$ cat config.mk
export PLATFORM = sky130hd
export DESIGN_NAME = dsp_mult_pair
export DESIGN_NICKNAME = d
export VERILOG_FILES = /design/src/common/emult_pkg.sv /design/src/mult/dsp_mult_pair.sv
export SDC_FILE = /design/constraint.sdc
export NUM_CORES = 2
export LEC_CHECK = 0
export ABC_AREA = 1
export BUFFER_PORTS_ARGS = -buffer_cell sky130_fd_sc_hd__buf_2
export CAP_MARGIN = 20
export CORE_MARGIN = 4
export CORE_UTILIZATION = 35
export DETAILED_ROUTE_END_ITERATION = 16
export PLACE_DENSITY_LB_ADDON = 0.12
export SYNTH_ARGS = -nofsm -noshare
export SYNTH_HDL_FRONTEND = slang
export SYNTH_SLANG_ARGS = --single-unit
$ cat constraint.sdc
create_clock -name clk -period 7.6 [get_ports clk]
set_clock_uncertainty 0.2 [all_clocks]
set_input_delay 1.14 -clock clk [delete_from_list [all_inputs] [get_ports clk]]
set_output_delay 1.14 -clock clk [all_outputs]
set_load 0.1 [all_outputs]
$ cat src/common/emult_pkg.sv
package emult_pkg;

	// Lanes per transaction and the two-lane DSP blocks that carry them.
	localparam int NUM_LANES = 16;
	localparam int NUM_PAIRS = NUM_LANES / 2;

	// Operand format.
	localparam int DATA_WIDTH = 18; // Operand and result width.
	localparam int FRAC_BITS = 10; // Fraction bits of an operand.

	// A full 36-bit signed product plus one extra sign bit.
	localparam int PROD_WIDTH = 2 * DATA_WIDTH + 1;

	// Product bit just below the cut, used to round to nearest.
	localparam int ROUND_BIT = FRAC_BITS - 1;

	// One lane value, signed with FRAC_BITS fraction bits.
	typedef logic signed [DATA_WIDTH-1:0] fixed_t;

	// Full-precision product, which has 2*FRAC_BITS fraction bits.
	typedef logic signed [PROD_WIDTH-1:0] product_t;

	// All lanes of a transaction packed into one vector; lane 0 is in the low bits.
	typedef fixed_t [NUM_LANES-1:0] lane_vec_t;

endpackage

$ cat src/mult/dsp_mult_pair.sv
module dsp_mult_pair import emult_pkg::*; (
	input logic clk,
	input logic reset,
	input logic i_enable,
	input logic i_valid,
	input fixed_t i_ax,
	input fixed_t i_ay,
	input fixed_t i_bx,
	input fixed_t i_by,
	output product_t o_res_a,
	output product_t o_res_b,
	output logic o_valid
);

	// Input register of the DSP block.
	fixed_t ax_q;
	fixed_t ay_q;
	fixed_t bx_q;
	fixed_t by_q;

	// Product register of the DSP block.
	product_t res_a_q;
	product_t res_b_q;

	// Valid follows the two data registers one for one.
	logic [1:0] valid_sr;

	always_ff @(posedge clk) begin
		if (reset) begin
			ax_q <= '0;
			ay_q <= '0;
			bx_q <= '0;
			by_q <= '0;
		end else if (i_enable) begin
			ax_q <= i_ax;
			ay_q <= i_ay;
			bx_q <= i_bx;
			by_q <= i_by;
		end
	end

	// Both factors are signed, so the product is sign-extended to PROD_WIDTH.
	always_ff @(posedge clk) begin
		if (reset) begin
			res_a_q <= '0;
			res_b_q <= '0;
		end else if (i_enable) begin
			res_a_q <= ax_q * ay_q;
			res_b_q <= bx_q * by_q;
		end
	end

	always_ff @(posedge clk) begin
		if (reset) begin
			valid_sr <= 2'b00;
		end else if (i_enable) begin
			valid_sr <= {valid_sr[0], i_valid};
		end
	end

	assign o_res_a = res_a_q;
	assign o_res_b = res_b_q;
	assign o_valid = valid_sr[1];

endmodule

==> impl_metrics.ini <==
[setup_path]
worst-path-buf-inv = 9
crit_top_cell = inv_1
worst-endpoint-required_ns = 7.84
crit_type = flop to flop
slowest_stage = dfxtp_1
start_kind = flop
cpPeakStageDelay_ns = 0.77
critPathArrivalTime_ns = 6.97
cp_max_fo = 19
crit_family = adder cells
endpoint_kind = flop

[floorplan]
dieArea_um2 = 95100
start_util_pct = 35.5
core_um2 = 88900
io_pins = 151
rows = 109
die_y_um = 308
die_x_um = 308

[yosys]
synth_cells = 4270
ys_ff_latch = 146
ys.flop_type = dfxtp_1
syn_area_um2 = 31600
seq_area_frac_synth_pct = 9.26
synth_edf_count = 0
syn_area_per_cell_um2 = 7.40
synth.distinct_cells = 37
syn_nets = 5190
async_flop_share_pct = 0
yosys_warnings = 0

[cts]
cts_inserted_buffers = 17
cts_hold_buf = 0
clock-root-buffer = clkbuf_16
cts_sinks = 146
clk_latency_ns = 0.51
cts_tree = built
clk_pin_slew_ns = 0.09
cts_setup_buffers = 0
cts_max_path_buffers = 2
cts_resized = 0
htreeDepth = 4

[final_layout]
num-fill-cells = 9491
final_layout_size_suffix_gt1_share_pct = 6.72
diodes = 0
instances_no_fill = 5494
area_growth_pct = 8.28
seqCellArea_um2 = 2920
multi_input_area_um2 = 23100
final_area_um2 = 34200
nNetsFinal = 5236

[timing]
final.period_utilization_pct = 88.5
tns_ns = 0
whs_ns = 0.280
finalHoldViolCount = 0
fmax_ghz = 0.149
tightest_slew_ns = 1.12
min_period_ns = 6.72
drv_slew = 0
slew_headroom_pct = 25.5
rsz0062_at_grt = false
finalSetupViolations = 0

[route]
wl_per_cell_um = 16.6
dr.pass1.iters = 5
viasPerCell = 4.52
drt-initial-drc-count = 1626
ant_nets = 0
drc = 0
num_vias = 24811
wl_mm = 91.0

[power]
p_total_uw = 8460
power_density_nw_per_um2 = 247
vdd.ir_drop.worst_v = 0.000420
p_leak_uw = 0.0209

[global_route]
grt_overflow = 0
antenna_found_initial = 2
grt_pass1_vias = 25640
gr-usage-met3_pct = 3.42
grt-busiest-layer = met1
grt_usage_pct = 20.3
grt_pass1_wl_mm = 149
grt_max_degree = 95
use_met2_pct = 29.0
grtUsageMet1_pct = 32.5

[place]
place_area_um2 = 33600
place_hpwl_mm = 76.4
placed_cells = 5462
numPortBuffers = 150
place.gp.congestion = 0.887

[hold_path]
hp-class = flop to flop

[run]
drv_cap = 0

[outcome]
status = finished clean
==> tightest hold or removal path: cells and delay by family (launching register included) <==
| family | cells | cell delay [ns] |
|---|---|---|
| flops | 1 | 0.32 |
| simple gates | 2 | 0.13 |
==> stage by stage <==
| step | utilization [%] | worst slack, ns |
|---|---|---|
| 4_1_cts | 38.5 | 0.843 |
| 3_3_place_gp | 37.7 | 0.907 |
| 3_5_place_dp | 37.7 | 0.885 |
| 6_report | 38.5 | 0.875 |
| 5_1_grt | 38.5 | 0.257 |
| 2_1_floorplan | - | 1.78 |
==> layout by cell type, fill, tap and decap left out, types with 5 or more instances in the layout <==
| master | netlist | routed |
|---|---|---|
| nor2_2 | 6 | 6 |
| a21oi_1 | 66 | 66 |
| nand2_1 | 1006 | 1006 |
| o21ai_0 | 132 | 132 |
| inv_6 | 0 | 5 |
| nand2_2 | 14 | 14 |
| clkbuf_16 | 0 | 17 |
| inv_1 | 1270 | 1270 |
| dfxtp_1 | 146 | 146 |
| fa_1 | 658 | 658 |
| nor2_1 | 390 | 390 |
| nor3_1 | 10 | 10 |
| o21bai_1 | 14 | 14 |
| buf_2 | 9 | 149 |
| ha_1 | 186 | 186 |
| nand3_1 | 96 | 96 |
| nand4_1 | 15 | 15 |
| nand3b_1 | 5 | 5 |
| xor2_1 | 26 | 26 |
| xnor2_1 | 6 | 6 |
| or2_2 | 8 | 8 |
| buf_4 | 3 | 69 |
==> sequential cells by signal, indices dropped and copies added, names as in the netlist <==
signal    cells
o_res_b      36
ay_q         18
by_q         18
valid_sr      2
o_res_a      36
ax_q         18
bx_q         18
==> layout make-up <==
type / instances / share of cell area, %
timing repair buffer: 219 / 3.73
clock buffer: 17 / 1.24
sequential: 146 / 8.55
tap: 1165 / 4.26
multi-input combinational: 2660 / 67.6
inverter: 1272 / 14.0
clock inverter: 15 / 0.618
==> cells in the mapped netlist, types with 15 or more instances <==
cell type,number,area [um^2]
a21oi_1,66,330
nand3_1,96,480
ha_1,186,2330
inv_1,1270,4770
nand4_1,15,93.8
buf_1,35,131
clkbuf_1,143,537
xor2_1,26,228
dfxtp_1,146,2920
nor2_1,390,1460
o21ai_0,132,661
fa_1,658,13200
nand2_1,1006,3780
==> metal layers <==
layer | routed length (um) | vias to the layer above
met5 | 0 | -
met4 | 552 | 0
met3 | 5420 | 28
met2 | 36900 | 533
met1 | 48200 | 12200
li1 | - | 12050
==> kinds of logic after synthesis <==
group	count (synthesis)	synth area share (%)
simple gates	1562	19.6
buf+inv	1464	17.5
fa+ha+maj	844	49.1
compound gates	222	3.69
flops	146	9.26
xor+xnor	32	0.887
==> worst paths after layout <==
path | startpoint | end | slack (ns) | cells past startpoint
worst max-delay path | ax_q[17] | o_res_a[27] | 0.88 | 25
worst min-delay path | valid_sr[0] | valid_sr[1] | 0.28 | 2
worst max register to register | ax_q[17] | o_res_a[27] | 0.88 | 25
worst min register to register | valid_sr[0] | valid_sr[1] | 0.28 | 2
==> power by group <==
| group | switching, uW | internal [uW] | leakage [uW] |
|---|---|---|---|
| clock | 453 | 533 | 0.000310 |
| combinational | 4440 | 1900 | 0.0194 |
| sequential | 227 | 915 | 0.00121 |
(Power assumes the default switching activity.)
