===== src/common/emult_pkg.sv =====
package emult_pkg;

	// Lanes per transaction and the two-lane DSP blocks that carry them.
	localparam int NUM_LANES = 16;
	localparam int NUM_PAIRS = NUM_LANES / 2;

	// Operand format.
	localparam int DATA_WIDTH = 18; // Operand and result width.
	localparam int FRAC_BITS = 10; // Fraction bits of an operand.

	// A full 36-bit signed product plus one extra sign bit.
	localparam int PROD_WIDTH = 2 * DATA_WIDTH + 1;

	// Product bit just below the cut, used to round to nearest.
	localparam int ROUND_BIT = FRAC_BITS - 1;

	// One lane value, signed with FRAC_BITS fraction bits.
	typedef logic signed [DATA_WIDTH-1:0] fixed_t;

	// Full-precision product, which has 2*FRAC_BITS fraction bits.
	typedef logic signed [PROD_WIDTH-1:0] product_t;

	// All lanes of a transaction packed into one vector; lane 0 is in the low bits.
	typedef fixed_t [NUM_LANES-1:0] lane_vec_t;

endpackage


===== src/round/fixed_round_unit.sv =====
module fixed_round_unit import emult_pkg::*; (
	input logic clk,
	input logic reset,
	input logic i_enable,
	input logic i_valid,
	input product_t i_prod,
	output fixed_t o_result,
	output logic o_valid
);

	product_t shifted; // Product back in the operand scale, truncated.
	product_t rounded; // Floor or ceiling after the round decision.

	// First register: both candidates and the decision bit.
	product_t floor_q;
	product_t ceil_q;
	logic round_bit_q;
	logic stage1_valid;

	// Second register: the narrowed result.
	fixed_t result_q;
	logic stage2_valid;

	// Arithmetic shift, since product_t is signed.
	assign shifted = i_prod >>> FRAC_BITS;

	always_ff @(posedge clk) begin
		if (reset) begin
			floor_q <= '0;
			ceil_q <= '0;
			round_bit_q <= 1'b0;
			stage1_valid <= 1'b0;
		end else if (i_enable) begin
			floor_q <= shifted;
			ceil_q <= shifted + 1'b1;
			round_bit_q <= i_prod[ROUND_BIT]; // Half or more of an LSB rounds up.
			stage1_valid <= i_valid;
		end
	end

	// Ties go toward positive infinity, negative values included.
	assign rounded = round_bit_q ? ceil_q : floor_q;

	always_ff @(posedge clk) begin
		if (reset) begin
			result_q <= '0;
			stage2_valid <= 1'b0;
		end else if (i_enable) begin
			result_q <= rounded[DATA_WIDTH-1:0]; // Wraps on overflow.
			stage2_valid <= stage1_valid;
		end
	end

	assign o_result = result_q;
	assign o_valid = stage2_valid;

endmodule


===== config.mk =====
export PLATFORM = sky130hd
export DESIGN_NAME = fixed_round_unit
export DESIGN_NICKNAME = d
export VERILOG_FILES = /design/src/common/emult_pkg.sv /design/src/round/fixed_round_unit.sv
export SDC_FILE = /design/constraint.sdc
export NUM_CORES = 1
export LEC_CHECK = 0
export CELL_PAD_IN_SITES_DETAIL_PLACEMENT = 1
export CELL_PAD_IN_SITES_GLOBAL_PLACEMENT = 1
export CORE_ASPECT_RATIO = 1.25
export CORE_MARGIN = 2
export CORE_UTILIZATION = 40
export CTS_CLUSTER_SIZE = 30
export DETAILED_ROUTE_END_ITERATION = 16
export DONT_BUFFER_PORTS = 1
export PLACE_DENSITY_LB_ADDON = 0.1
export SLEW_MARGIN = 20
export SYNTH_ARGS = -nofsm -noshare
export SYNTH_HDL_FRONTEND = slang
export SYNTH_SLANG_ARGS = --single-unit

===== constraint.sdc =====
create_clock -name clk -period 1.5 [get_ports clk]
set_input_delay 0.15 -clock clk [delete_from_list [all_inputs] [get_ports clk]]
set_output_delay 0.15 -clock clk [all_outputs]
set_load 0.02 [all_outputs]

==> impl_metrics.json, run 1 <==
{
  "cts_buffer_depth": 2,
  "crit_type": "input pin to flop",
  "drv_cap": 0,
  "fin_crit_sh_pct": 92.2,
  "hold_class": "input pin to flop",
  "fin_util_pct": 52.7,
  "fmax_mhz": 723,
  "stdcell_area_um2": 3230,
  "cts.reportedPaths.clkPinSlew_ns": 0.07,
  "core-area_um2": 6130,
  "dieWidth_um": 74.8,
  "power.share.clock_pct": 43.7,
  "seqPwrFrac_pct": 45.5,
  "endpoint_kind": "flop",
  "dpl-instance-area_um2": 2550,
  "firstDrtPassIters": 4,
  "cp_max_fo": 5,
  "rr_worst_depth": 3,
  "layout_setup_ws_ns": 0.117,
  "use_met1_pct": 26.5,
  "initial_utilization_pct": 40.9,
  "globalRouteMet3Util_pct": 5.77,
  "cp_data_required_time_ns": 1.77,
  "pwr_density_cell_nw_per_um2": 1160,
  "ys_warn_count": 0,
  "dpl.hpwl_um": 3540,
  "dp_slack_ns": 0.103,
  "route.detailed.drc": 0,
  "worstSkewPairLatency_ns": 0.33,
  "synth_cell_types": 35,
  "rsz0062_at_grt": "false",
  "grt_pass1_wl_um": 10600,
  "synthArstFlopShare_pct": 0,
  "cts_buffers": 9,
  "portBuffers": 0,
  "drt_wl_total_um": 6400,
  "tritoncts": "yes",
  "skew_ns": 0.0128,
  "worst_pin_slew_ns": 0.424,
  "io_pins": 60,
  "htree_levels": 3,
  "root_buffer": "clkbuf_8",
  "finalSetupViolCount": 0,
  "p_sw_mw": 0.890,
  "dr.first_iter.drc_count": 71,
  "min_period_ns": 1.38,
  "synth_edf_count": 0,
  "hold_viol": 0,
  "std_cell_rows": 32,
  "wl_per_cell_um": 16.5,
  "drive_gt1_share_pct": 10.9,
  "die_y_um": 92.5,
  "vias": 2013,
  "diodes": 0,
  "ys_ff_latch": 57,
  "grt.total_usage_pct": 20.2,
  "power.leakage_nw": 1.21,
  "syn_to_final_growth_pct": 29.0,
  "syn_area_per_cell_um2": 9.63,
  "comb_power_share_pct": 10.7,
  "ir_worst_vdd_v": 0.000729,
  "crit_slowest_cell": "dlygate4sd3_1",
  "hold_depth": 2,
  "finalMaxSlewViolations": 0,
  "cts-resized-gates": 0,
  "synthCells": 260,
  "status": "finished, final reports clean",
  "relSlewSlack_pct": 71.7,
  "place_congestion": 0.705,
  "worst_hold_slack_ns": 0.0166,
  "grt_pass1_vias": 2128,
  "synthFlopType": "dfxtp_1",
  "overflow": 0,
  "syn-num-nets": 302,
  "cts_sinks": 57,
  "yosysSeqAreaShare_pct": 45.6,
  "cp_cell_sequence": "ha_1, nand3_2, nor3_1, xnor2_1, a211oi_1, dlygate4sd3_1",
  "final_common_cell": "dfxtp_1",
  "intPower_mw": 2.86,
  "start_kind": "input pin",
  "drt.antenna.violating_nets": 0,
  "top_usage_layer": "met2",
  "antenna_found_initial": 0,
  "finalSetupTns_ns": 0,
  "cpPeakStageDelay_ns": 0.57,
  "arrival_ns": 1.65,
  "final_cell_mix": "57 x dfxtp_1, 54 x nor2_1, 40 x dlygate4sd3_1",
  "vias_per_cell": 5.20,
  "die_area_um2": 6910,
  "swShare_pct": 23.8,
  "post_cts_buffers": 0,
  "cts_hold_repair.buffers": 42,
  "nNetsFinal": 339,
  "grt_max_degree": 57,
  "grt_util_met2_pct": 31.9,
  "syn_area_um2": 2500
}
-- metal layers --
| layer | routed length, um | up-vias |
|---|---|---|
| met3 | 222 | 7 |
| met2 | 3000 | 30 |
| li1 | - | 1005 |
| met5 | 0 | - |
| met1 | 3120 | 971 |
| met4 | 63 | 0 |
-- worst paths after layout --
kind               startpoint     endpoint  slack, ns
hold / removal       i_enable  o_result[9]       0.02
hold reg to reg   floor_q[17]  floor_q[17]       0.49
setup / recovery   i_prod[10]   ceil_q[10]       0.12
setup reg to reg    ceil_q[5]    ceil_q[5]       0.27
-- per-stage QoR --
| step | total power, mW | instances |
|---|---|---|
| floorplan | 1.99 | 260 |
| global placement | 1.97 | 329 |
| detailed placement | 1.98 | 329 |
| CTS | 3.78 | 387 |
| global route | 3.91 | 387 |
| finish | 3.75 | 387 |
-- logic make-up (layout without fill, tap and decap cells) --
family                   after synthesis  count (layout)  synth area share [%]
buffers and inverters                 22              64                  3.60
adder cells (fa/ha/maj)                1               1                 0.500
AO/OA/AOI/OAI                         38              38                  11.3
multiplexers                          38              38                  15.2
AND/OR/NAND/NOR                       92              92                  19.6
XOR/XNOR                              12              12                  4.20
flip-flops                            57              57                  45.6
-- worst max-delay path, delay by kind of cell --
family	cells	cell delay, ns
compound gates	1	0.21
simple gates	2	0.44
fa+ha+maj	1	0.19
buf+inv	1	0.57
xor+xnor	1	0.10
-- power groups by stage --
stage	logic [mW]	clock network (mW)	registers, mW
finish	0.402	1.64	1.71
global route	0.446	1.75	1.72
CTS	0.404	1.67	1.71
detailed placement	0.239	0	1.74
global placement	0.231	0	1.74
floorplan	0.261	0	1.73
-- flip-flops by register name (all words and copies together) (netlist names) --
| register | cells |
|---|---|
| floor_q | 18 |
| stage1_valid | 1 |
| round_bit_q | 1 |
| o_result | 18 |
| o_valid | 1 |
| ceil_q | 18 |
-- cell usage after synthesis, types with 2 or more instances --
library cell  count  area (um^2)
a211oi_1         30          225
nor3_1            4         20.0
nor2_1           54          203
inv_1             3         11.3
nand3_1           5         25.0
xor2_1            2         17.5
nand4_2           2         25.0
buf_2             5         25.0
a311oi_1          2         17.5
clkbuf_1         10         37.5
nand2b_1          3         18.8
nand2_1           6         22.5
and3_2            2         15.0
a21oi_1           3         15.0
nand4_1           2         12.5
dfxtp_1          57         1140
nor4_2            4         50.1
xnor2_1          10         87.6
mux2i_1          38          380
buf_1             3         11.3
-- cell type report --
type | count | area, um^2
Clock buffer | 11 | 151
Clock inverter | 5 | 77.6
Fill cell | 702 | 2900
Inverter | 3 | 11.3
Multi-Input combinational cell | 181 | 1270
Sequential cell | 57 | 1140
Tap cell | 85 | 106
Timing Repair Buffer | 45 | 470
Power figures use the tool's default switching activity.
==> run 2: changes to the inputs <==
Settings changed: RECOVER_POWER from default to 100.
==> run 2 against run 1 <==
Compared with the run above:
- non-clock buffer count did not move
- critical path depth down 3
- clock power hardly changed
- largest cell class unchanged
- utilization shrank 0.76 points
- highest routed layer unchanged
- total power shrank 0.27%
==> impl_metrics.json, run 2 (synthesis results as in run 1) <==
{
  "dr.first_iter.drc_count": 79,
  "status": "finished, final reports clean",
  "place_congestion": 0.705,
  "fmax_mhz": 723,
  "antenna_found_initial": 0,
  "finalSetupViolCount": 0,
  "worstSkewPairLatency_ns": 0.33,
  "cp_cell_sequence": "clkbuf_1, mux2i_1, a211oi_1",
  "wl_met1_um": 3070,
  "post_cts_buffers": 0,
  "routed-wl-met2_um": 3060,
  "instances_no_fill": 387,
  "ir_worst_vdd_v": 0.000729,
  "fin_crit_sh_pct": 92.2,
  "firstDrtPassIters": 4,
  "cts_hold_repair.buffers": 42,
  "power.leakage_nw": 1.19,
  "wl_per_cell_um": 16.5,
  "syn_to_final_growth_pct": 27.2,
  "die_y_um": 92.5,
  "std_cell_rows": 32,
  "crit_slowest_cell": "clkbuf_1",
  "critPathBufInv": 1,
  "route.detailed.drc": 0,
  "final_cell_mix": "57 x dfxtp_1, 54 x nor2_1, 40 x dlygate4sd3_1",
  "dieWidth_um": 74.8,
  "grt_max_degree": 57,
  "die_area_um2": 6910,
  "initial_utilization_pct": 40.9,
  "final_common_cell": "dfxtp_1",
  "rsz0062_at_grt": "false",
  "vias_per_cell": 5.25,
  "skew_ns": 0.0134,
  "overflow": 0,
  "root_buffer": "clkbuf_8",
  "hold_class": "input pin to flop",
  "drive_gt1_share_pct": 8.94,
  "cts_sinks": 57,
  "arrival_ns": 1.59,
  "nNetsFinal": 339,
  "finalSetupTns_ns": 0,
  "drt_wl_total_um": 6400,
  "cts.reportedPaths.clkPinSlew_ns": 0.07,
  "cts_buffer_depth": 2,
  "start_kind": "flop",
  "vias": 2033,
  "fin_util_pct": 52.0,
  "dpl.hpwl_um": 3540,
  "cts_buffers": 9,
  "grt_pass1_wl_um": 10600,
  "relSlewSlack_pct": 55.9,
  "io_pins": 60,
  "power_mw": 3.74,
  "endpoint_kind": "flop",
  "dp.cells": 329,
  "tritoncts": "yes",
  "cp_data_required_time_ns": 1.70,
  "met3WireLength_um": 228,
  "hold_viol": 0,
  "htree_levels": 3,
  "grt.total_usage_pct": 20.2,
  "core-area_um2": 6130,
  "top_layer": "met4",
  "portBuffers": 0,
  "grt_pass1_vias": 2128,
  "finalMaxSlewViolations": 0,
  "cpPeakStageDelay_ns": 0.46,
  "drv_cap": 0,
  "crit_type": "flop to flop",
  "path_delay_family": "buffers and inverters",
  "pwr_density_cell_nw_per_um2": 1170,
  "cts-resized-gates": 0,
  "diodes": 0,
  "cp_max_fo": 8,
  "min_period_ns": 1.38,
  "drt.antenna.violating_nets": 0,
  "worst_pin_slew_ns": 0.656
}
-- run 2: cell types whose count changed in the layout (fill, tap and decap cells not counted), sizes merged --
cell    previous run  this run
clkbuf            11        13
buf                5         3
-- run 2: stage by stage --
stage,hold WS [ns],cell area [um^2],setup slack [ns]
finish,0.0209,3180,0.116
global route,0.0107,3180,0.0444
CTS,0.00123,3230,0.124
detailed placement,0.225,2550,0.103
global placement,0.225,2550,0.145
floorplan,0.249,2500,0.175
-- run 2: final timing paths --
| kind | end | slack (ns) | depth (start not counted) | startpoint |
|---|---|---|---|---|
| min | o_result[12] | 0.02 | 2 | i_enable |
| max | o_result[1] | 0.12 | 3 | round_bit_q |
| max reg2reg | o_result[1] | 0.12 | 3 | round_bit_q |
| min reg2reg | floor_q[17] | 0.49 | 2 | floor_q[17] |
-- run 2: where the power goes --
part	switching, mW	leakage (nW)	internal (mW)	total [mW]
registers	0.0935	0.472	1.61	1.71
logic	0.175	0.606	0.221	0.396
clock network	0.614	0.115	1.02	1.63
total	0.883	1.19	2.85	3.74
-- run 2: cell type report --
cell class | instances | area, um^2
Tap cell | 85 | 106
Timing Repair Buffer | 45 | 464
Sequential cell | 57 | 1140
Clock buffer | 11 | 151
Inverter | 3 | 11.3
Clock inverter | 5 | 77.6
Fill cell | 707 | 2940
Multi-Input combinational cell | 181 | 1230
-- run 2: worst register-to-register path, delay by kind of cell, from the launching register on --
family / cells / cell delay (ns)
mux: 1 / 0.36
flops: 1 / 0.32
compound gates: 1 / 0.12
buf+inv: 1 / 0.46
-- run 2: routing by layer --
layer	vias up	GRT usage [%]
met5	-	0
met4	0	6.25
li1	1007	-
met2	33	31.9
met1	988	26.5
met3	5	5.77
==> run 3: changes to the inputs <==
Settings changed: ABC_AREA from default to 1, GPL_ROUTABILITY_DRIVEN from default to 0.
Clock period 1.5 ns to 1.7 ns, I/O delays scaled along.
==> run 3 against run 2 <==
Compared with the run above:
- hold slack got worse by 0.0069 ns
- final cell count rose by 23%
- register-to-register slack better by 0.19 ns
- maximum frequency shrank 0.47%
- highest routed layer unchanged
- largest power group is now the clock network
- die area rose by 4.3%
- first-iteration DRC count up 6.3%
==> impl_metrics.json, run 3 <==
{
  "vias": 2439,
  "synth.area.top_cells": "dfxtp_1 44%, nand2_1 13%, nor2_1 6.9%",
  "comb_power_share_pct": 9.4,
  "globalRouteMet3Util_pct": 5.74,
  "drv_cap": 0,
  "fin_crit_sh_pct": 81.8,
  "hold_class": "input pin to flop",
  "instances_no_fill": 475,
  "yosysSeqAreaShare_pct": 43.6,
  "synthTopCellsByCount": "89 x nand2_1, 57 x dfxtp_1, 48 x nor2_1",
  "tritoncts": "yes",
  "root_buffer": "clkbuf_8",
  "dp.cells": 439,
  "syn_area_per_cell_um2": 7.11,
  "route.detailed.drc": 0,
  "vias_per_cell": 5.13,
  "intPower_mw": 2.61,
  "relSlewSlack_pct": 11.3,
  "cts.reportedPaths.clkPinSlew_ns": 0.07,
  "cp_cell_sequence": "clkinv_1, buf_4, nand2_1, nand3_1, o211ai_1, inv_1",
  "cts_buffers": 9,
  "syn-num-nets": 410,
  "dieWidth_um": 76.4,
  "nNetsFinal": 427,
  "synth_top_cell_by_area": "dfxtp_1",
  "arrival_ns": 1.62,
  "io_pins": 60,
  "core-area_um2": 6250,
  "ys_warn_count": 0,
  "crit_slowest_cell": "dfxtp_1",
  "cp_data_required_time_ns": 1.93,
  "firstDrtPassIters": 4,
  "worst_pin_slew_ns": 1.33,
  "cts-resized-gates": 0,
  "seqPwrFrac_pct": 43.6,
  "power.share.clock_pct": 47.0,
  "grt_pass1_wl_um": 12600,
  "drive_gt1_share_pct": 7.95,
  "drt.antenna.violating_nets": 0,
  "portBuffers": 0,
  "power.leakage_nw": 1.45,
  "swShare_pct": 24.4,
  "finalMaxSlewViolations": 0,
  "wl_per_cell_um": 16.2,
  "grt_util_met2_pct": 44.0,
  "hold_viol": 0,
  "synth_cell_types": 22,
  "dpl.hpwl_um": 4660,
  "yosysMostFrequentCell": "nand2_1",
  "std_cell_rows": 32,
  "hold_depth": 2,
  "rsz0062_at_grt": "false",
  "initial_utilization_pct": 41.9,
  "dr.first_iter.drc_count": 84,
  "cpPeakStageDelay_ns": 0.34,
  "grt_max_degree": 50,
  "status": "finished, final reports clean",
  "die_y_um": 94.4,
  "skew_ns": 0.00826,
  "worst_hold_slack_ns": 0.0140,
  "worstSkewPairLatency_ns": 0.34,
  "finalSetupTns_ns": 0,
  "final_common_cell": "nand2_1",
  "synthFlopType": "dfxtp_1",
  "finalSetupViolCount": 0,
  "rr_worst_depth": 6,
  "fmax_mhz": 719,
  "grt_pass1_vias": 2524,
  "cts_buffer_depth": 2,
  "diodes": 0,
  "p_sw_mw": 0.845,
  "grt.total_usage_pct": 23.0,
  "start_kind": "flop",
  "cp_max_fo": 10,
  "antenna_found_initial": 0,
  "synth_top_area_share_pct": 43.6,
  "pwr_density_cell_nw_per_um2": 1120,
  "die_area_um2": 7210,
  "use_met1_pct": 24.2,
  "cts_sinks": 57,
  "final_cell_mix": "89 x nand2_1, 57 x dfxtp_1, 51 x nor2_1",
  "endpoint_kind": "flop",
  "top_usage_layer": "met2",
  "min_period_ns": 1.39,
  "syn_to_final_growth_pct": 18.2,
  "crit_type": "flop to flop",
  "syn_area_um2": 2620,
  "synth_edf_count": 0,
  "ys_ff_latch": 57,
  "synthArstFlopShare_pct": 0,
  "drt_wl_total_um": 7700,
  "synthCells": 368,
  "htree_levels": 3,
  "ir_worst_vdd_v": 0.000518,
  "overflow": 0
}
run 3: cell count changes after synthesis, sizes merged, moves of 4 or more:
cell and delta:
nand2 +86, inv +38, mux2i -38, a211oi -28
nand3 +23, o21ai +21, o211ai +19, a21oi +14
xnor2 -10, buf +7, nor4 -6, clkbuf -5
xor2 +5, nor3 -4
run 3: cell type report:
class                   count  area, um^2
fillers                   835        3150
multi-input cells         248        1190
flip-flops and latches     57        1140
repair buffers             27         243
inverters                  42         158
clock buffers              12         155
well taps                  85         106
clock inverters             4        98.8
run 3: timing repair:
action | CTS | global route
hold buffers | 20 | 0
setup buffers | 0 | 0
endpoints found under the hold margin | 49 | 0
run 3: power by group through the flow:
stage | Combinational, mW | Clock, mW | Sequential [mW]
final | 0.326 | 1.62 | 1.51
after floorplan | 0.239 | 0 | 1.53
after global routing | 0.373 | 1.71 | 1.52
after detailed placement | 0.272 | 0 | 1.54
after global placement | 0.262 | 0 | 1.54
after CTS | 0.336 | 1.66 | 1.51
run 3: per-stage QoR:
step	util, %	worst slack, ns	power (mW)	cell area (um^2)
after floorplan	-	0.632	1.76	2620
after global placement	42.8	0.360	1.80	2680
after detailed placement	42.8	0.342	1.81	2680
after CTS	50.1	0.165	3.50	3130
after global routing	49.5	0.173	3.60	3090
final	49.5	0.310	3.46	3090
run 3: cells by family after synthesis:
logic type | count (synthesis) | share of synthesized area [%]
simple gates | 179 | 30.0
buf+inv | 63 | 9.85
compound gates | 61 | 13.8
flops | 57 | 43.6
xor+xnor | 7 | 2.34
fa+ha+maj | 1 | 0.478
run 3: metal layers:
layer / wire length [um] / share of wire [%] / vias up
met5: 0 / 0 / -
met4: 81 / 1.1 / 0
met3: 313 / 4.1 / 7
met2: 4160 / 54 / 42
met1: 3150 / 41 / 1191
li1: - / - / 1199
run 3: path summary, 6_finish.rpt:
check / from / slack, ns / to
max: round_bit_q / 0.31 / o_result[15]
min: i_prod[16] / 0.01 / floor_q[6]
max reg2reg: round_bit_q / 0.31 / o_result[15]
min reg2reg: floor_q[9] / 0.47 / floor_q[9]
run 3: worst max-delay path, delay by kind of cell, from the launching register on:
kind | cells | cell delay, ns
and+or+nand+nor | 2 | 0.15
AOI/OAI and AO/OA | 1 | 0.09
buffers and inverters | 3 | 0.70
DFF | 1 | 0.34
