==> src/common/emult_pkg.sv <==
package emult_pkg;

	// Lanes per transaction and the two-lane DSP blocks that carry them.
	localparam int NUM_LANES = 16;
	localparam int NUM_PAIRS = NUM_LANES / 2;

	// Operand format.
	localparam int DATA_WIDTH = 18; // Operand and result width.
	localparam int FRAC_BITS = 10; // Fraction bits of an operand.

	// A full 36-bit signed product plus one extra sign bit.
	localparam int PROD_WIDTH = 2 * DATA_WIDTH + 1;

	// Product bit just below the cut, used to round to nearest.
	localparam int ROUND_BIT = FRAC_BITS - 1;

	// One lane value, signed with FRAC_BITS fraction bits.
	typedef logic signed [DATA_WIDTH-1:0] fixed_t;

	// Full-precision product, which has 2*FRAC_BITS fraction bits.
	typedef logic signed [PROD_WIDTH-1:0] product_t;

	// All lanes of a transaction packed into one vector; lane 0 is in the low bits.
	typedef fixed_t [NUM_LANES-1:0] lane_vec_t;

endpackage

==> src/hdl/operand_capture.sv <==
module operand_capture import emult_pkg::*; (
	input logic clk,
	input logic reset,
	input logic i_enable,
	input logic i_valid,
	input lane_vec_t i_a,
	input lane_vec_t i_b,
	output lane_vec_t o_a,
	output lane_vec_t o_b,
	output logic o_valid
);

	lane_vec_t a_q;
	lane_vec_t b_q;
	logic valid_q;

	// The whole lane width is registered here once, so the multiplier
	// pairs see only local flops and not the external input timing.
	always_ff @(posedge clk) begin
		if (reset) begin
			a_q <= '0;
			b_q <= '0;
			valid_q <= 1'b0;
		end else if (i_enable) begin
			a_q <= i_a;
			b_q <= i_b;
			valid_q <= i_valid; // Bubbles travel as valid low.
		end
	end

	assign o_a = a_q;
	assign o_b = b_q;
	assign o_valid = valid_q;

endmodule

==> config.mk <==
export PLATFORM = sky130hd
export DESIGN_NAME = operand_capture
export DESIGN_NICKNAME = d
export VERILOG_FILES = /design/src/common/emult_pkg.sv /design/src/hdl/operand_capture.sv
export SDC_FILE = /design/constraint.sdc
export NUM_CORES = 1
export LEC_CHECK = 0
export ABC_CLOCK_PERIOD_IN_PS = 1100
export BUFFER_PORTS_ARGS = -buffer_cell sky130_fd_sc_hd__buf_2
export CAP_MARGIN = 20
export CORE_AREA = 2 2 453 455
export DETAILED_ROUTE_END_ITERATION = 10
export DIE_AREA = 0 0 455 457
export GPL_ROUTABILITY_DRIVEN = 1
export GPL_TIMING_DRIVEN = 0
export PLACE_DENSITY_LB_ADDON = 0.12
export SYNTH_ARGS = -nofsm -noshare
export SYNTH_HDL_FRONTEND = slang
export SYNTH_SLANG_ARGS = --single-unit
==> constraint.sdc <==
create_clock -name clk -period 1.1 [get_ports clk]
set_clock_uncertainty 0.2 [all_clocks]
set_input_delay 0.11 -clock clk [delete_from_list [all_inputs] [get_ports clk]]
set_output_delay 0.11 -clock clk [all_outputs]
set_load 0.03 [all_outputs]
==> metrics.yaml, run 1 <==
synth_top_area_share_pct: 55.79
path_cells: "buf_6"
crit_arrival_ns: 1.31
drive_above_1_share_pct: 47.97
yosysWarnings: 0
switching_share_pct: 29.24
cts_tree: "built"
yosysTopAreaCell: "dfxtp_1"
fmax_mhz: 616.9
hold_path_class: "in2reg"
pwr-share-comb_pct: 21.6
drt-initial-drc-count: 615
grt_pass1_wl_mm: 181.5
cts-root-buf: "clkbuf_16"
grt_max_degree: 14
dieArea_um2: 207900
clock_latency_ns: 0.73
worstSetupPathType: "reg2out"
tightest_slew_ns: 0.8084
die_w_um: 455
whs_path_depth: 4
p_int_mw: 45.85
syn_to_final_growth_pct: 134.4
layout_setup_ws_ns: -0.5209
htreeDepth: 3
p_sw_mw: 18.94
r2r-end: "o_a[272]$_SDFFE_PP0P_"
firstDrtPassIters: 4
syn_area_um2: 20700
vias: 22030
clkSinkCount: 577
p_per_area_nw_per_um2: 1335
postSynthAreaPerCell_um2: 11.14
cp-end-kind: "primary output"
gp_congestion: 0.7987
worstHoldStart: "i_enable"
synthCells: 1859
grt_util_all_layers_pct: 12.35
cp_slowest_cell: "dfxtp_4"
place_area_um2: 29900
status: "complete, but fails checks"
relSlewSlack_pct: 46.11
holdPathEnd: "o_b[269]$_SDFFE_PP0P_"
final_area_um2: 48520
grt_pass1_vias: 24300
r2r_cells: 3
cp_slowest_stage_delay_ns: 0.42
regToRegSetupSlack_ns: 0.09
layoutNonFillerInstCount: 6903
drv_slew: 0
most-common-layout-cells: "dlygate4sd3_1 (803), buf_2 (605), mux2i_1 (577), nor2_1 (577), dfxtp_2 (528)"
drc: 0
fin_crit_ns: 1.621
rsz0062_at_grt: "yes"
synth_nets: 2439
synth_cell_types: 10
power_frac_clock_pct: 42.3
gr-total-overflow: 0
drtAntennaViolNets: 0
viasPerCell: 3.191
violations: "hold timing, setup timing"
final_common_cell: "dlygate4sd3_1"
hold_buffers: 1124
routedWlPerCell_um: 19.13
pwr-share-seq_pct: 36.2
coreArea_um2: 203300
num_rows: 166
cp_num_buf_inv: 1
hold_slack_ns: -0.2324
cpLargestDelayFamily: "flip-flops"
cts.clk_slew.worst_paths_ns: 0.05
cts_buffers: 81
dp_cells: 5701
antenna_found_initial: 18
dp.final_hpwl_mm: 103.3
die_h_um: 457
wirelength_mm: 132.1
fin_crit_sh_pct: 147.4
startpoint_type: "flip-flop"
io_pins: 1157
seq_area_frac_synth_pct: 55.79
ys_ff_latch: 577
nNetsFinal: 4732
setup_viol: 632
io_buffers: 1154
crit_path_max_fanout: 2
vdd_drop_max_mv: 1.065
power_mw: 64.79
initial_utilization_pct: 10.18
hold_viol_final: 564
reg2reg_from: "o_a[272]$_SDFFE_PP0P_"
p_leak_nw: 23.70
maxCapViolCount: 0
cp_data_required_time_ns: 0.79
synth_area_leaders: "dfxtp_1 (56%), mux2i_1 (28%), nor2_1 (10%), buf_8 (3.9%), clkbuf_1 (0.62%)"
clock_path_buffers: 3
[what timing repair did]
item	in CTS	in global routing
pin swaps	0	50
setup endpoints to repair	999	901
gates resized for setup	1872	226
endpoints found under the hold margin	577	560
setup buffers	21	25
[cells by family (layout without fill, tap and decap cells)]
family	Yosys count	in the layout	synth area share, %
buffers and inverters	128	2476	5.856
DFF	577	577	55.79
muxes	577	577	27.89
other	0	8	0
and+or+nand+nor	577	577	10.46
[worst max path at each step]
stage | startpoint | end | slack, ns | cells after the start
after CTS | o_b[276]$_SDFFE_PP0P_ | o_b[276] | -0.62 | 1
after global placement | reset | o_b[229]$_SDFFE_PP0P_ | -1.25 | 4
after detailed placement | reset | o_b[230]$_SDFFE_PP0P_ | -1.20 | 4
final | o_b[276]$_SDFFE_PP0P_ | o_b[276] | -0.52 | 1
after floorplan | reset | o_a[0]$_SDFFE_PP0P_ | -0.008 | 4
after global routing | o_b[276]$_SDFFE_PP0P_ | o_b[276] | -0.60 | 1
[power groups by stage]
stage / Combinational (mW) / Sequential [mW] / Clock [mW]
floorplan: 2.82 / 25.7 / 0
global placement: 9.30 / 23.3 / 0
detailed placement: 9.27 / 23.3 / 0
CTS: 14.3 / 23.4 / 28.8
global route: 14.9 / 23.6 / 29.6
finish: 14.0 / 23.4 / 27.4
[metal layers]
| metal | routed length (um) | global-route usage [%] | vias up |
|---|---|---|---|
| met4 | 3629 | 4.274 | 0 |
| met2 | 64860 | 21.51 | 769 |
| met1 | 49620 | 13.01 | 10330 |
| li1 | - | - | 10770 |
| met5 | 0 | 0 | - |
| met3 | 13960 | 5.620 | 165 |
[stage by stage]
stage	util [%]	setup WS (ns)	TNS (ns)
3_5_place_dp	14.71	-1.198	-520.02
5_1_grt	23.86	-0.5971	-287.94
3_3_place_gp	14.71	-1.250	-547.10
2_1_floorplan	-	-0.007536	-0.07536
6_report	23.86	-0.5209	-238.33
4_1_cts	24.03	-0.6223	-294.96
[synthesized netlist by cell type, drive strengths merged]
cell,count
dfxtp,577
mux2i,577
nor2,577
buf,94
clkbuf,34
[state kept, by name, summed over array words and instances (netlist names)]
signal / flops
o_a: 288
o_b: 288
o_valid: 1
[area by class of cell]
cell class / instances / area [um^2]
Clock buffer: 120 / 2364
Fill cell: 22240 / 154800
Timing Repair Buffer: 2210 / 20800
Tap cell: 2688 / 3363
Buffer: 128 / 1282
Clock inverter: 18 / 355.3
Multi-Input combinational cell: 1154 / 7941
Sequential cell: 577 / 12400
Antenna cell: 8 / 20.02
(Power assumes the default switching activity.)
==> inputs of run 2 (changes only) <==
- CELL_PAD_IN_SITES_DETAIL_PLACEMENT: default -> 1
- CELL_PAD_IN_SITES_GLOBAL_PLACEMENT: default -> 1
- CORE_AREA: 2 2 453 455 -> 2 2 445 447
- DIE_AREA: 0 0 455 457 -> 0 0 447 449
==> run 2 against run 1 <==
  * The flow still finishes with violations (hold timing, setup timing)
  * Wire length increased by 2.1%
  * Critical path type unchanged
  * Count of clock-buffer cells in the layout increased by 15
  * Sequential power about the same
  * Largest cell class unchanged
  * Worst hold slack improved by 0.048 ns
  * Design area decreased by 0.30%
==> metrics.yaml, run 2 (synthesized netlist as in run 1, its figures left out) <==
status: "complete, but fails checks"
violations: "hold timing, setup timing"
path_cells: "buf_8"
antenna_found_initial: 22  # +4
htreeDepth: 3  # unchanged
worstSetupPathType: "reg2out"
wirelength_mm: 134.8  # +2.1%
fin_crit_ns: 1.588  # -0.03285 ns
seqCellArea_um2: 12340  # -0.42%
place_area_um2: 29840  # -0.20%
cp_num_buf_inv: 1  # unchanged
num-fill-cells: 22450  # +0.94%
cp-end-kind: "primary output"
drv_slew: 0  # unchanged
cts_buffers: 89  # +9.9%
clkSinkCount: 577  # unchanged
fmax_mhz: 629.7  # +2.1%
tightest_slew_ns: 0.9674  # +0.1590 ns
initial_utilization_pct: 10.55  # +0.37 points
drtAntennaViolNets: 0  # unchanged
hold_slack_ns: -0.1849  # +0.04755 ns
gr-total-overflow: 0  # unchanged
grt_pass1_vias: 25410  # +4.6%
num_rows: 163  # -1.8%
final_common_cell: "dlygate4sd3_1"
dp.final_hpwl_mm: 104.5  # +1.1%
fin_util_pct: 24.66  # +0.79 points
cts-root-buf: "clkbuf_16"
use_met3_pct: 3.848  # -1.8 points
relSlewSlack_pct: 35.50  # -11 points
routedWlPerCell_um: 19.65  # +2.7%
power_mw: 66.21  # +2.2%
dp_slack_ns: -1.257  # -0.05956 ns
p_leak_nw: 24.05  # +1.5%
layoutNonFillerInstCount: 6860  # -0.62%
grt_max_degree: 13  # -1
gr-max-usage-layer: "met2"
grt_util_all_layers_pct: 13.20  # +0.85 points
setup_viol: 701  # +11%
path_depth: 1  # unchanged
syn_to_final_growth_pct: 133.7
grt_pass1_wl_mm: 189.7  # +4.5%
r2r-end: "o_b[138]$_SDFFE_PP0P_"
most-common-layout-cells: "dlygate4sd3_1 (740), buf_2 (604), mux2i_1 (577), nor2_1 (577), dfxtp_2 (549)"
cts_tree: "built"
cp_data_required_time_ns: 0.79  # about the same
vdd_drop_max_mv: 1.029  # -3.4%
critPathLaunch: "o_b[185]$_SDFFE_PP0P_"
firstDrtPassIters: 4  # unchanged
drive_above_1_share_pct: 48.55  # +0.58 points
multiInputGateArea_um2: 7941  # unchanged
clock_path_buffers: 3  # unchanged
die_h_um: 449  # -1.8%
gp_congestion: 0.7800  # -2.3%
dp_cells: 5653  # -0.84%
coreArea_um2: 196200  # -3.5%
cts.clk_slew.worst_paths_ns: 0.05  # about the same
fin_crit_sh_pct: 144.4  # -3.0 points
crit_path_max_fanout: 2  # unchanged
final_area_um2: 48380  # -0.30%
viasPerCell: 3.259  # +2.1%
clock_latency_ns: 0.71  # -0.02 ns
io_buffers: 1154  # unchanged
cp_slowest_cell: "dfxtp_4"
hold_path_class: "in2reg"
reg2reg_from: "o_b[138]$_SDFFE_PP0P_"
dieArea_um2: 200700  # -3.5%
vias: 22360  # +1.5%
r2r_cells: 3  # unchanged
drt-initial-drc-count: 605  # -1.6%
regToRegSetupSlack_ns: 0.11  # +0.02 ns
startpoint_type: "flip-flop"
maxCapViolCount: 0  # unchanged
nNetsFinal: 4722  # -0.21%
fin_setup_tns_ns: -224.90  # +13.44 ns
rsz0062_at_grt: "yes"
layout_setup_ws_ns: -0.4880  # +0.03285 ns
cpLargestDelayFamily: "flip-flops"
crit_arrival_ns: 1.28  # -0.03 ns
die_w_um: 447  # -1.8%
grt_util_met2_pct: 24.44  # +2.9 points
cp_slowest_stage_delay_ns: 0.41  # about the same
p_per_area_nw_per_um2: 1369  # +2.5%
hold_viol_final: 382  # -32%
io_pins: 1157  # unchanged
endpoint: "o_b[185]"
gr-usage-met1_pct: 13.95  # +0.94 points
drc: 0  # unchanged
==> run 2: changes by cell type in the layout (fill, tap and decap cells not counted), moves of 11 or more <==
cell | previous run | this run
dlygate4sd3_1 | 803 | 740
buf_6 | 504 | 525
dfxtp_4 | 49 | 28
dlymetal6s4s_1 | 207 | 249
dfxtp_2 | 528 | 549
buf_12 | 40 | 24
clkbuf_16 | 81 | 92
==> run 2: layout make-up <==
type                       instances  share of cell area [%]
antenna                           10                 0.05173
clock inverter                    24                  0.4448
sequential                       577                   25.51
buffer                           128                   2.648
multi-input combinational       1154                   16.41
timing repair buffer            2192                   42.51
clock buffer                     135                   5.589
tap                             2640                   6.828
==> run 2: per-layer routing <==
metal / routed length [um] / vias up / part of all wire (%)
met5: 0 / - / 0
met4: 4299 / 0 / 3.2
met3: 8789 / 173 / 6.5
met2: 71280 / 622 / 53
met1: 50420 / 10790 / 37
li1: - / 10770 / -
==> run 2: worst min-delay path by stage <==
stage               slack [ns]     start               endpoint  depth (start not counted)
global placement          0.14   i_b[37]   o_b[37]$_SDFFE_PP0P_                          3
CTS                      -0.28  i_enable  o_b[287]$_SDFFE_PP0P_                          4
floorplan                 0.06   i_a[15]   o_a[15]$_SDFFE_PP0P_                          2
global route             -0.24  i_enable  o_b[269]$_SDFFE_PP0P_                          4
detailed placement        0.15  i_b[208]  o_b[208]$_SDFFE_PP0P_                          3
finish                   -0.18  i_enable  o_b[269]$_SDFFE_PP0P_                          4
==> run 2: timing repair <==
item                       4_1_cts  5_1_grt
setup endpoints to repair     1042      970
hold endpoints to repair       577      550
pin swaps                        0       74
buffers inserted                29       22
hold buffers                  1121        2
gates resized for setup       1818      265
==> run 2: where the power goes <==
part	switching (mW)	internal, mW	leakage, nW	total, mW
Sequential	1.00	22.4	4.98	23.4
Combinational	6.61	7.30	17.6	13.9
Clock	11.8	17.1	1.42	28.9
Total	19.4	46.8	24.0	66.2
==> inputs of run 3 (changes only) <==
- CORE_AREA: 2 2 445 447 -> 2 2 451 453
- CTS_BUF_LIST: default -> sky130_fd_sc_hd__clkbuf_8
- DIE_AREA: 0 0 447 449 -> 0 0 453 455
==> run 3 against run 2 <==
  * Combinational power up 4%
  * Critical endpoint is now o_b[285]
  * Die area up 2.7%
  * Fmax down 9.0%
  * The flow still finishes with violations (hold timing, setup timing)
  * Utilization down 0.14 points
  * Highest routed layer unchanged
==> metrics.yaml, run 3 (synthesized netlist as in run 1, its figures left out) <==
status: "complete, but fails checks"
violations: "hold timing, setup timing"
antenna_found_initial: 21  # -4.5%
switching_share_pct: 31.11  # +1.8 points
clkSinkCount: 577  # unchanged
hold_path_class: "in2reg"
firstDrtPassIters: 4  # unchanged
grt_pass1_wl_mm: 193.9  # +2.2%
cts_buffers: 136  # +53%
cpLargestDelayFamily: "flip-flops"
wirelength_mm: 141.5  # +5.0%
io_buffers: 1154  # unchanged
pwr-share-comb_pct: 22.8  # +1.8 points
routedWlPerCell_um: 19.79  # +0.74%
fin_crit_ns: 1.745  # +0.1567 ns
fin_crit_sh_pct: 158.6  # +14 points
p_int_mw: 43.41  # -7.3%
die_h_um: 455  # +1.3%
drtAntennaViolNets: 0  # unchanged
drt-initial-drc-count: 481  # -20%
pwr-share-seq_pct: 37.2  # +1.8 points
setup_viol: 580  # -17%
drv_slew: 0  # unchanged
path_cells: "buf_6"
viasPerCell: 3.260  # about the same
cts.clk_slew.worst_paths_ns: 0.07  # +0.02 ns
most-common-layout-cells: "dlygate4sd3_1 (1,155), buf_2 (605), mux2i_1 (577), nor2_1 (577), dfxtp_2 (540)"
maxCapViolCount: 0  # unchanged
num_rows: 165  # +1.2%
grt_max_degree: 17  # +4
cp-end-kind: "primary output"
cp_slowest_stage_delay_ns: 0.40  # about the same
cts-root-buf: "clkbuf_8"
p_sw_mw: 19.60  # +1.1%
worstSetupPathType: "reg2out"
dp_cells: 5685  # +0.57%
gp_congestion: 0.7770  # -0.38%
syn_to_final_growth_pct: 138.3
path_depth: 1  # unchanged
hold_slack_ns: -0.07030  # +0.1146 ns
rsz0062_at_grt: "yes"
relSlewSlack_pct: 37.75  # +2.2 points
startpoint_type: "flip-flop"
grt_util_all_layers_pct: 13.31  # +0.11 points
coreArea_um2: 201300  # +2.6%
die_w_um: 453  # +1.3%
vias: 23310  # +4.3%
dp.final_hpwl_mm: 108.6  # +3.9%
p_per_area_nw_per_um2: 1277  # -6.7%
dieArea_um2: 206100  # +2.7%
p_leak_nw: 22.79  # -5.2%
num-fill-cells: 23110  # +2.9%
cp_slowest_cell: "dfxtp_4"
cp_data_required_time_ns: 0.79  # about the same
reg2reg_from: "o_a[85]$_SDFFE_PP0P_"
multiInputGateArea_um2: 7941  # unchanged
nNetsFinal: 4950  # +4.8%
r2r-end: "o_a[85]$_SDFFE_PP0P_"
hold_buffers: 1160  # +3.5%
layout_setup_ws_ns: -0.6447  # -0.1567 ns
crit_path_max_fanout: 2  # unchanged
clock_latency_ns: 0.87  # +0.16 ns
crit_arrival_ns: 1.43  # +0.15 ns
drive_above_1_share_pct: 46.84  # -1.7 points
io_pins: 1157  # unchanged
cp_num_buf_inv: 1  # unchanged
gr-total-overflow: 0  # unchanged
fmax_mhz: 573.2  # -9.0%
final_common_cell: "dlygate4sd3_1"
place_area_um2: 29880  # +0.13%
tightest_slew_ns: 0.9338  # -0.03365 ns
vdd_drop_max_mv: 1.044  # +1.5%
endpoint: "o_b[285]"
final_area_um2: 49340  # +2.0%
grt_pass1_vias: 25810  # +1.6%
critPathLaunch: "o_b[285]$_SDFFE_PP0P_"
layoutNonFillerInstCount: 7150  # +4.2%
drc: 0  # unchanged
initial_utilization_pct: 10.29  # -0.27 points
seqCellArea_um2: 12370  # +0.18%
regToRegSetupSlack_ns: 0.05  # -0.06 ns
cts_tree: "built"
clock_path_buffers: 3  # unchanged
htreeDepth: 4  # +1
hold_viol_final: 34  # -91%
r2r_cells: 4  # +1
power_frac_clock_pct: 40.0  # -3.6 points
run 3: cell count changes in the layout (fill, tap and decap cells not counted), moves of 9 or more:
cell	delta
dfxtp_2	-9
dlygate4sd3_1	+415
clkbuf_1	-18
dfxtp_4	+9
clkbuf_8	+137
dlymetal6s4s_1	-247
inv_1	+60
clkbuf_16	-92
run 3: area by class of cell:
class	instances	area share, %
clock inverter	75	0.7201
tap	2672	6.775
multi-input combinational	1154	16.09
sequential	577	25.06
antenna	10	0.05071
buffer	128	2.612
clock buffer	161	4.491
timing repair buffer	2373	44.20
run 3: how the worst min path moves through the flow:
stage / from / to / slack, ns / depth (start not counted)
floorplan: i_a[15] / o_a[15]$_SDFFE_PP0P_ / 0.06 / 2
global placement: i_a[82] / o_a[82]$_SDFFE_PP0P_ / 0.14 / 3
detailed placement: i_b[23] / o_b[23]$_SDFFE_PP0P_ / 0.15 / 3
CTS: reset / o_b[41]$_SDFFE_PP0P_ / -0.12 / 4
global route: i_enable / o_b[274]$_SDFFE_PP0P_ / -0.19 / 5
finish: i_enable / o_b[274]$_SDFFE_PP0P_ / -0.07 / 5
run 3: routing by layer:
| layer | routed length (um) | vias to the layer above | GRT usage, % |
|---|---|---|---|
| met4 | 3433 | 0 | 4.068 |
| met5 | 0 | - | 0 |
| li1 | - | 11230 | - |
| met1 | 50980 | 11260 | 13.61 |
| met2 | 76630 | 629 | 24.96 |
| met3 | 10480 | 195 | 4.897 |
run 3: worst min-delay path, cell delays in order:
cell and delay, ns:
dlymetal6s4s_1 0.26, buf_12 0.18, buf_4 0.25, mux2i_1 0.11, nor2_1 0.07
run 3: power by group through the flow:
stage | clock (mW) | sequential, mW | combinational, mW
5_1_grt | 27.9 | 23.6 | 15.3
2_1_floorplan | 0 | 25.7 | 2.82
3_3_place_gp | 0 | 23.3 | 9.32
6_report | 25.2 | 23.4 | 14.4
4_1_cts | 26.9 | 23.4 | 14.5
3_5_place_dp | 0 | 23.3 | 9.33
run 3: through the flow:
| stage | setup slack, ns | hold WS [ns] | total power, mW | utilization (%) | TNS (ns) |
|---|---|---|---|---|---|
| after floorplan | -0.007536 | 0.05720 | 28.48 | - | -0.07536 |
| after global placement | -1.213 | 0.1438 | 32.64 | 14.85 | -519.13 |
| after detailed placement | -1.232 | 0.1523 | 32.66 | 14.85 | -530.39 |
| after CTS | -0.8284 | -0.1176 | 64.84 | 24.32 | -587.65 |
| after global routing | -0.8097 | -0.1878 | 66.76 | 24.51 | -416.44 |
| final | -0.6447 | -0.07030 | 63.01 | 24.51 | -318.73 |
run 3: timing repair:
action                                  4_1_cts  5_1_grt
endpoints found under the setup margin      707      882
setup buffers                                26       33
resized for setup                          1831       30
endpoints found under the hold margin       577      158
gates cloned                                  0        0
